$ cat src/kbd_pkg.sv
package kbd_pkg;

	// ps/2 scan code set 2
	localparam int unsigned SC_W = 8;
	localparam logic [SC_W-1:0] SC_BREAK = 8'hF0;
	localparam logic [SC_W-1:0] SC_Q = 8'h15;
	localparam logic [SC_W-1:0] SC_D = 8'h23;

	// glyph cell size
	localparam int unsigned GLYPH_ROWS = 16;
	localparam int unsigned GLYPH_COLS = 9;

	// 640x480 at 60 Hz, horizontal in pixel clocks
	localparam int unsigned H_VISIBLE = 640;
	localparam int unsigned H_FRONT = 16;
	localparam int unsigned H_SYNC = 96;
	localparam int unsigned H_BACK = 48;
	localparam int unsigned H_TOTAL = H_VISIBLE + H_FRONT + H_SYNC + H_BACK;

	// vertical in lines
	localparam int unsigned V_VISIBLE = 480;
	localparam int unsigned V_FRONT = 10;
	localparam int unsigned V_SYNC = 2;
	localparam int unsigned V_BACK = 33;
	localparam int unsigned V_TOTAL = V_VISIBLE + V_FRONT + V_SYNC + V_BACK;

	// pixel address width, covers H_TOTAL and V_TOTAL
	localparam int unsigned ADDR_W = 10;

endpackage

$ cat src/char_render.sv
module char_render #(
	parameter int unsigned GLYPH_X = 312,
	parameter int unsigned GLYPH_Y = 232
) (
	input  logic                       clk,
	input  logic                       rst,
	input  logic [kbd_pkg::ADDR_W-1:0] h_addr,
	input  logic [kbd_pkg::ADDR_W-1:0] v_addr,
	input  logic                       active,
	input  logic [kbd_pkg::SC_W-1:0]   key_code,
	input  logic                       key_held,
	output logic [7:0]                 vga_r,
	output logic [7:0]                 vga_g,
	output logic [7:0]                 vga_b
);
	import kbd_pkg::*;

	localparam int unsigned ROW_W = $clog2(GLYPH_ROWS);
	localparam int unsigned COL_W = $clog2(GLYPH_COLS);

	logic [ADDR_W-1:0]     h_rel;
	logic [ADDR_W-1:0]     v_rel;
	logic                  in_box;
	logic                  known_key;
	logic [GLYPH_COLS-1:0] row_bits;
	logic                  pixel_on;
	logic                  pixel;

	// bit 0 is the leftmost column of the cell
	function automatic logic [GLYPH_COLS-1:0] glyph_row(input logic [SC_W-1:0] code,
			input logic [ROW_W-1:0] row);
		logic [GLYPH_COLS-1:0] bits;
		bits = '0;
		case (code)
			SC_Q: if (row == 4'd6 || row == 4'd9) bits = 9'h0fc;
			SC_D: begin
				case (row)
					4'd2, 4'd3, 4'd4, 4'd5: bits = 9'h0c0;
					4'd6, 4'd11: bits = 9'h0f8;
					4'd7, 4'd8, 4'd9, 4'd10: bits = 9'h0cc;
					default: bits = '0;
				endcase
			end
			default: bits = '0;
		endcase
		return bits;
	endfunction

	assign h_rel = h_addr - ADDR_W'(GLYPH_X);
	assign v_rel = v_addr - ADDR_W'(GLYPH_Y);
	assign in_box = (h_addr >= ADDR_W'(GLYPH_X)) && (h_addr < ADDR_W'(GLYPH_X + GLYPH_COLS))
		&& (v_addr >= ADDR_W'(GLYPH_Y)) && (v_addr < ADDR_W'(GLYPH_Y + GLYPH_ROWS));
	assign known_key = (key_code == SC_Q) || (key_code == SC_D);
	assign row_bits = glyph_row(key_code, v_rel[ROW_W-1:0]);
	assign pixel_on = active && key_held && known_key && in_box && row_bits[h_rel[COL_W-1:0]];

	// one cycle behind the address, syncs are delayed to match
	always_ff @(posedge clk) begin
		if (rst)
			pixel <= 1'b0;
		else
			pixel <= pixel_on;
	end

	assign vga_r = {8{pixel}};
	assign vga_g = {8{pixel}};
	assign vga_b = {8{pixel}};

endmodule

$ cat src/kbd_vga_top.sv
module kbd_vga_top #(
	parameter int unsigned FIFO_DEPTH = 4,
	parameter int unsigned GLYPH_X = 312,
	parameter int unsigned GLYPH_Y = 232
) (
	input  logic        clk,
	input  logic        rst,
	input  logic        ps2_clk,
	input  logic        ps2_data,
	output logic [15:0] ledr,
	output logic        vga_clk,
	output logic        vga_hsync,
	output logic        vga_vsync,
	output logic        vga_blank_n,
	output logic [7:0]  vga_r,
	output logic [7:0]  vga_g,
	output logic [7:0]  vga_b
);
	import kbd_pkg::*;

	logic [SC_W-1:0]   rx_data;
	logic              rx_valid;
	logic              rx_error;
	logic [SC_W-1:0]   fifo_data;
	logic              ready;
	logic              overflow;
	logic              pop;
	logic [SC_W-1:0]   key_code;
	logic              key_held;
	logic [7:0]        press_count;
	logic              parity_err;
	logic [ADDR_W-1:0] h_addr;
	logic [ADDR_W-1:0] v_addr;
	logic              active;
	logic              vblank;

	// pixel clock is the system clock
	assign vga_clk = clk;

	ps2_rx u_rx (
		.clk(clk), .rst(rst), .ps2_clk(ps2_clk), .ps2_data(ps2_data),
		.rx_data(rx_data), .rx_valid(rx_valid), .rx_error(rx_error)
	);

	ps2_fifo #(.FIFO_DEPTH(FIFO_DEPTH)) u_fifo (
		.clk(clk), .rst(rst), .rx_data(rx_data), .rx_valid(rx_valid), .pop(pop),
		.data(fifo_data), .ready(ready), .overflow(overflow)
	);

	key_decoder u_dec (
		.clk(clk), .rst(rst), .data(fifo_data), .ready(ready), .vblank(vblank),
		.rx_error(rx_error), .pop(pop), .key_code(key_code), .key_held(key_held),
		.press_count(press_count), .parity_err(parity_err)
	);

	vga_timing u_timing (
		.clk(clk), .rst(rst), .h_addr(h_addr), .v_addr(v_addr), .active(active),
		.vblank(vblank), .hsync(vga_hsync), .vsync(vga_vsync), .blank_n(vga_blank_n)
	);

	char_render #(.GLYPH_X(GLYPH_X), .GLYPH_Y(GLYPH_Y)) u_render (
		.clk(clk), .rst(rst), .h_addr(h_addr), .v_addr(v_addr), .active(active),
		.key_code(key_code), .key_held(key_held),
		.vga_r(vga_r), .vga_g(vga_g), .vga_b(vga_b)
	);

	// status lamps
	assign ledr = {ready, press_count[3:0], parity_err, overflow, key_held, key_code};

endmodule

$ cat src/key_decoder.sv
module key_decoder (
	input  logic                     clk,
	input  logic                     rst,
	input  logic [kbd_pkg::SC_W-1:0] data,
	input  logic                     ready,
	input  logic                     vblank,
	input  logic                     rx_error,
	output logic                     pop,
	output logic [kbd_pkg::SC_W-1:0] key_code,
	output logic                     key_held,
	output logic [7:0]               press_count,
	output logic                     parity_err
);
	import kbd_pkg::*;

	typedef enum logic [1:0] {
		ST_IDLE,
		ST_BREAK,
		ST_DISCARD
	} state_t;

	state_t state;

	// codes only consumed while the raster is in vertical blanking
	assign pop = vblank && ready;

	always_ff @(posedge clk) begin
		if (rst) begin
			state <= ST_IDLE;
			key_code <= '0;
			key_held <= 1'b0;
			press_count <= '0;
			parity_err <= 1'b0;
		end else begin
			if (rx_error)
				parity_err <= 1'b1;
			if (pop) begin
				case (state)
					ST_IDLE: begin
						if (data == SC_BREAK) begin
							state <= ST_BREAK;
						end else begin
							key_code <= data;
							key_held <= 1'b1;
							// typematic repeat of the held key is not a new press
							if (!(key_held && data == key_code))
								press_count <= press_count + 8'd1;
						end
					end
					ST_BREAK: begin
						// doubled prefix, a byte went missing somewhere
						if (data == SC_BREAK) begin
							state <= ST_DISCARD;
						end else begin
							if (data == key_code)
								key_held <= 1'b0;
							state <= ST_IDLE;
						end
					end
					ST_DISCARD: state <= ST_IDLE;
					default: state <= ST_IDLE;
				endcase
			end
		end
	end

	// key state only moves after a pop taken during blanking
	a_key_frozen_active: assert property (@(posedge clk) disable iff (rst)
		!$past(vblank) |-> $stable(key_code) && $stable(key_held)
			&& $stable(press_count));

endmodule

$ cat src/ps2_fifo.sv
module ps2_fifo #(
	parameter int unsigned FIFO_DEPTH = 4
) (
	input  logic                     clk,
	input  logic                     rst,
	input  logic [kbd_pkg::SC_W-1:0] rx_data,
	input  logic                     rx_valid,
	input  logic                     pop,
	output logic [kbd_pkg::SC_W-1:0] data,
	output logic                     ready,
	output logic                     overflow
);
	import kbd_pkg::*;

	localparam int unsigned PTR_W = $clog2(FIFO_DEPTH);

	logic [SC_W-1:0]  mem [FIFO_DEPTH];
	logic [PTR_W-1:0] wr_ptr;
	logic [PTR_W-1:0] rd_ptr;
	logic [PTR_W:0]   count;
	logic             full;
	logic             push;

	assign full = (count == (PTR_W + 1)'(FIFO_DEPTH));
	// a pop in the same cycle frees the slot
	assign push = rx_valid && (!full || pop);
	assign ready = (count != '0);
	assign data = mem[rd_ptr];

	always_ff @(posedge clk) begin
		if (rst) begin
			wr_ptr <= '0;
			rd_ptr <= '0;
			count <= '0;
			overflow <= 1'b0;
		end else begin
			if (push)
				wr_ptr <= wr_ptr + 1'b1;
			if (pop)
				rd_ptr <= rd_ptr + 1'b1;
			case ({push, pop})
				2'b10: count <= count + 1'b1;
				2'b01: count <= count - 1'b1;
				default: count <= count;
			endcase
			// sticky until reset
			if (rx_valid && full && !pop)
				overflow <= 1'b1;
		end
	end

	always_ff @(posedge clk) begin
		if (push)
			mem[wr_ptr] <= rx_data;
	end

	a_no_pop_empty: assert property (@(posedge clk) disable iff (rst)
		pop |-> ready);

endmodule

$ cat src/ps2_rx.sv
module ps2_rx (
	input  logic                     clk,
	input  logic                     rst,
	input  logic                     ps2_clk,
	input  logic                     ps2_data,
	output logic [kbd_pkg::SC_W-1:0] rx_data,
	output logic                     rx_valid,
	output logic                     rx_error
);
	import kbd_pkg::*;

	localparam int unsigned FRAME_BITS = 11;
	localparam int unsigned TIMEOUT = 2048;

	logic [1:0]                 clk_sync;
	logic [1:0]                 data_sync;
	logic                       clk_prev;
	logic                       fall;
	logic [3:0]                 bit_cnt;
	logic [FRAME_BITS-1:0]      shift;
	logic [FRAME_BITS-1:0]      frame;
	logic [$clog2(TIMEOUT)-1:0] idle_cnt;
	logic                       last_bit;
	logic                       frame_ok;

	assign fall = clk_prev && !clk_sync[1];
	// bits arrive lsb first, so shift in from the top
	assign frame = {data_sync[1], shift[FRAME_BITS-1:1]};
	assign last_bit = fall && (bit_cnt == 4'(FRAME_BITS - 1));
	// start 0, stop 1, odd parity over data and parity bit
	assign frame_ok = !frame[0] && frame[FRAME_BITS-1] && (^frame[SC_W+1:1]);

	always_ff @(posedge clk) begin
		if (rst) begin
			clk_sync <= 2'b11;
			clk_prev <= 1'b1;
			bit_cnt <= '0;
			idle_cnt <= '0;
			rx_valid <= 1'b0;
			rx_error <= 1'b0;
		end else begin
			clk_sync <= {clk_sync[0], ps2_clk};
			clk_prev <= clk_sync[1];
			rx_valid <= last_bit && frame_ok;
			rx_error <= last_bit && !frame_ok;
			if (fall) begin
				idle_cnt <= '0;
				bit_cnt <= last_bit ? 4'd0 : bit_cnt + 4'd1;
			end else if (bit_cnt != 4'd0) begin
				// keyboard went quiet mid-frame, start over
				if (&idle_cnt) begin
					bit_cnt <= '0;
					idle_cnt <= '0;
				end else begin
					idle_cnt <= idle_cnt + 1'b1;
				end
			end
		end
	end

	always_ff @(posedge clk) begin
		data_sync <= {data_sync[0], ps2_data};
		if (fall)
			shift <= frame;
		if (last_bit)
			rx_data <= frame[SC_W:1];
	end

	a_valid_error_excl: assert property (@(posedge clk) disable iff (rst)
		!(rx_valid && rx_error));

endmodule

$ cat src/vga_timing.sv
module vga_timing (
	input  logic                       clk,
	input  logic                       rst,
	output logic [kbd_pkg::ADDR_W-1:0] h_addr,
	output logic [kbd_pkg::ADDR_W-1:0] v_addr,
	output logic                       active,
	output logic                       vblank,
	output logic                       hsync,
	output logic                       vsync,
	output logic                       blank_n
);
	import kbd_pkg::*;

	logic [ADDR_W-1:0] h_next;
	logic [ADDR_W-1:0] v_next;

	always_comb begin
		h_next = h_addr + ADDR_W'(1);
		v_next = v_addr;
		if (h_addr == ADDR_W'(H_TOTAL - 1)) begin
			h_next = '0;
			v_next = (v_addr == ADDR_W'(V_TOTAL - 1)) ? '0 : v_addr + ADDR_W'(1);
		end
	end

	always_ff @(posedge clk) begin
		if (rst) begin
			h_addr <= '0;
			v_addr <= '0;
			// counters at 0,0 are inside the visible area
			active <= 1'b1;
			vblank <= 1'b0;
			hsync <= 1'b1;
			vsync <= 1'b1;
			blank_n <= 1'b0;
		end else begin
			h_addr <= h_next;
			v_addr <= v_next;
			active <= (h_next < ADDR_W'(H_VISIBLE)) && (v_next < ADDR_W'(V_VISIBLE));
			vblank <= (v_next >= ADDR_W'(V_VISIBLE));
			// delayed by one to line up with the renderer
			hsync <= !((h_addr >= ADDR_W'(H_VISIBLE + H_FRONT))
				&& (h_addr < ADDR_W'(H_VISIBLE + H_FRONT + H_SYNC)));
			vsync <= !((v_addr >= ADDR_W'(V_VISIBLE + V_FRONT))
				&& (v_addr < ADDR_W'(V_VISIBLE + V_FRONT + V_SYNC)));
			blank_n <= active;
		end
	end

	a_h_in_range: assert property (@(posedge clk) disable iff (rst)
		h_addr < ADDR_W'(H_TOTAL));

endmodule
$ cat config.mk
export PLATFORM = sky130hd
export DESIGN_NAME = kbd_vga_top
export DESIGN_NICKNAME = d
export VERILOG_FILES = /design/src/kbd_pkg.sv /design/src/char_render.sv /design/src/kbd_vga_top.sv /design/src/key_decoder.sv /design/src/ps2_fifo.sv /design/src/ps2_rx.sv /design/src/vga_timing.sv
export SDC_FILE = /design/constraint.sdc
export NUM_CORES = 1
export LEC_CHECK = 0
export ABC_CLOCK_PERIOD_IN_PS = 4640
export BUFFER_PORTS_ARGS = -buffer_cell sky130_fd_sc_hd__buf_4
export CAP_MARGIN = 20
export CORE_MARGIN = 2
export CORE_UTILIZATION = 64
export DETAILED_ROUTE_END_ITERATION = 16
export GPL_TIMING_DRIVEN = 0
export PLACE_DENSITY = 0.85
export RECOVER_POWER = 50
export SYNTH_ARGS = -nofsm -noshare
export SYNTH_HDL_FRONTEND = slang
export SYNTH_SLANG_ARGS = --single-unit
$ cat constraint.sdc
create_clock -name clk -period 4.64 [get_ports clk]
set_input_delay 0.696 -clock clk [delete_from_list [all_inputs] [get_ports clk]]
set_output_delay 0.696 -clock clk [all_outputs]
set_load 0.05 [all_outputs]
==> impl_results.md <==
* Share of the synthesized area in the top cell type at 27.3%
* Crit path largest cell delay at ~0.18 ns
* Synth-to-Final Area Change at 19.9%
* Antenna Violating Nets Remaining at 0
* Nature of the critical path endpoint: output pin
* Buf+Inv Stages, Crit Path at 4
* Std cell rows at 33
* Initial antenna violation count at 0
* PostCTS Resize Cnt at 0
* Data required, critical path at about 3.9 ns
* Max Slew Vio Count at 0
* Worst-skew pair later-pin latency at 0.62 ns
* Met2 Track Usage GR at 43.1%
* Register area share after synthesis at 54.2%
* EDFF count, synth at 50
* Global-route wire length before repair at 19.4 mm
* Core area at 8260 um^2
* Syn nets at a little over 500
* Top Usage Layer GRT: met2
* Die Y at 96.7 um
* DR WL/cell at 16.9 um
* Slew HR at 54.0%
* Critical path, cell by cell: clkbuf_8 > clkbuf_8 > buf_4 > buf_4
* Part of the power in the clock network at 54.4%
* Top_reg_cell synth: dfxtp_1
* Initial drt markers at between 300 and 400
* Crit Path Class: clock port to output pin
* Most frequent cell after synthesis: dfxtp_1
* GRT Residual Overflow at 0
* Setup TNS at 0 ns
* Largest net degree at the start of global routing at 25
* Compound-Gate Fraction of Synth Area at 5.16%
* Width of the die at 96.7 um
* Post-DP HPWL at 7.28 mm
* Avg Vias per Cell at 5.71
* Post-synth top area cell: edfxtp_1
* Non-Filler Cell Area, Final at roughly 6600 um^2
* Met1 Usage GRT at a little under a third
* Routed Wire Length at 11.5 mm
* Max IR drop VDD at between 0.4 and 0.5 mV
* Cell Count, Final, Fillers Out at 678
* Crit-path max FO at 2
* Largest cells by area after synthesis: edfxtp_1 (27%), dfxtp_1 (27%), ha_1 (4.3%)
* Logic pwr share at around 1.7%
* Antenna Cells at 0
* Gr usage total at between 20% and 30%
* Hold Path Class: input pin to flip-flop
* Nets at 584
* Cell area after placement at approximately 6000 um^2
* Average instance area after synthesis at around 11 um^2
* Synth unique cells at 51
* Met3 Track Usage GR at 6.86%
* Status: finished, final reports clean
* Slew @ Worst Pin at 0.689 ns
* Synth Area in XOR/XNOR at under 10%
* CP Launch Type: clock port
* Final Skew at 0.00688 ns
* Reg power frac at between 40% and 50%
* CTS tree: done
* Worst-path clk slew at roughly 0.060 ns
* Synth warn at 0
* Leak Pwr at between 2 and 3 nW
* Port-buffer cells at 47
* Placer Congestion at 0.849
* Fraction of layout cells with a size suffix above 1 at 23.6%
* # hold bufs at CTS at 0
* Switching share of power at between 20% and 30%
* Postcts setup bufs at 0
* Worst hold margin at 0.196 ns
* Simple-gate share of the synthesized area at 16.1%
* Final Util at 79.8%
* Post-synth top cells: dfxtp_1 (74), nor2_1 (63), edfxtp_1 (50), buf_4 (29), xnor2_1 (25)
* # DRC at 0
* Net switching power figure at 579 uW
* Largest family of logic cells by synthesized area: simple AND/OR/NAND/NOR gates
* Synth Register Bits at between 100 and 150
* Post-Synthesis Cells at 490
* Delay-heaviest family, CP: buffers and inverters
* Initial Util at around 67%
* P_int at 2.02 mW
* DR vias at between 3000 and 4000
* Synth Area in Adders at 4.69%
* Critical Path AT at 2.84 ns
* Vias in the first global route at 3984
* RSZ-0062 raised after global routing: no
* Async SR Flop Fraction at 0%
* Dpl cells at around 640
* Io pins at 48
* Die area at 9350 um^2
* Slowest cell on crit path: buf_4
* Max Cap Viol at 0
* Drt first pass iters at 7
* Cell Area, Synth at 5500 um^2
* Setup violators final at 0
* Cell Pwr Density at ~390 nW/um^2
* Final Hold Fails at 0
* Mux share of post-synthesis cell area at under 10%
## logic make-up (layout without fill, tap and decap cells)
group	Yosys count	count (layout)
xor gates and xnor gates	48	48
and+or+nand+nor	173	173
muxes	16	16
buffers and inverters	65	148
adders and majority gates	20	20
DFF	124	124
AOI/OAI and AO/OA	44	44
## sequential cells by signal (all words and copies together), names as in the netlist, 2 cells and up, named ones only
name,count
u_fifo.wr_ptr,2
u_rx.rx_data,8
u_rx.idle_cnt,11
u_timing.v_addr,10
u_fifo.mem,32
u_rx.data_sync,2
u_rx.shift,10
u_rx.bit_cnt,4
u_dec.key_code,8
u_rx.clk_sync,2
u_dec.state,2
u_fifo.rd_ptr,2
u_dec.press_count,4
u_timing.h_addr,10
u_fifo.count,3
## placed cells by master (no fill, tap or decap), types with 6 or more instances in the layout
cell type,instances
xor2_1,20
mux4_2,8
and3_1,6
nand3_1,16
dfxtp_1,74
edfxtp_1,50
or3_1,7
ha_1,19
inv_1,22
clkbuf_1,13
clkbuf_16,17
a21oi_1,19
mux2i_1,8
xnor2_1,25
o21ai_0,10
nand4_1,12
buf_4,74
nand2_1,24
nor2_1,63
## area by class of cell
| cell class | instances | area [um^2] |
|---|---|---|
| inverter | 22 | 82.6 |
| buffer | 43 | 290 |
| clock buffer | 23 | 492 |
| timing repair buffer | 47 | 345 |
| sequential | 124 | 2980 |
| tap | 105 | 131 |
| clock inverter | 13 | 139 |
| multi-input combinational | 301 | 2130 |
| fill | 469 | 1670 |
## metrics by stage
step                      setup slack, ns  power (mW)
after CTS                            1.09        2.62
after floorplan                      1.46        1.24
after detailed placement             1.34        1.27
after global routing                 1.08        2.68
final                                1.10        2.60
after global placement               1.34        1.27
## power by group through the flow
stage          Clock, mW  Sequential, mW  Combinational, mW
2_1_floorplan     0.0465            1.16             0.0304
3_3_place_gp      0.0586            1.16             0.0430
4_1_cts             1.43            1.14             0.0461
3_5_place_dp      0.0586            1.16             0.0441
6_report            1.42            1.14             0.0446
5_1_grt             1.48            1.14             0.0499
## final timing paths
path,startpoint,end,slack [ns],cells past startpoint
setup reg to reg,u_fifo.count[0]$_SDFFE_PP0P_,u_fifo.count[2]$_SDFFE_PP0P_,2.17,10
hold / removal,ps2_data,u_rx.data_sync[0]$_DFF_P_,0.20,1
hold reg to reg,u_rx.data_sync[0]$_DFF_P_,u_rx.data_sync[1]$_DFF_P_,0.33,0
setup / recovery,clk,vga_clk,1.10,4
## metal layers
| metal | vias up | part of all wire (%) | routed length, um |
|---|---|---|---|
| li1 | 1827 | - | - |
| met1 | 1826 | 40 | 4640 |
| met2 | 170 | 49 | 5670 |
| met3 | 46 | 5.9 | 677 |
| met4 | 0 | 4.3 | 488 |
| met5 | - | 0 | 0 |
Power figures use the tool's default switching activity.
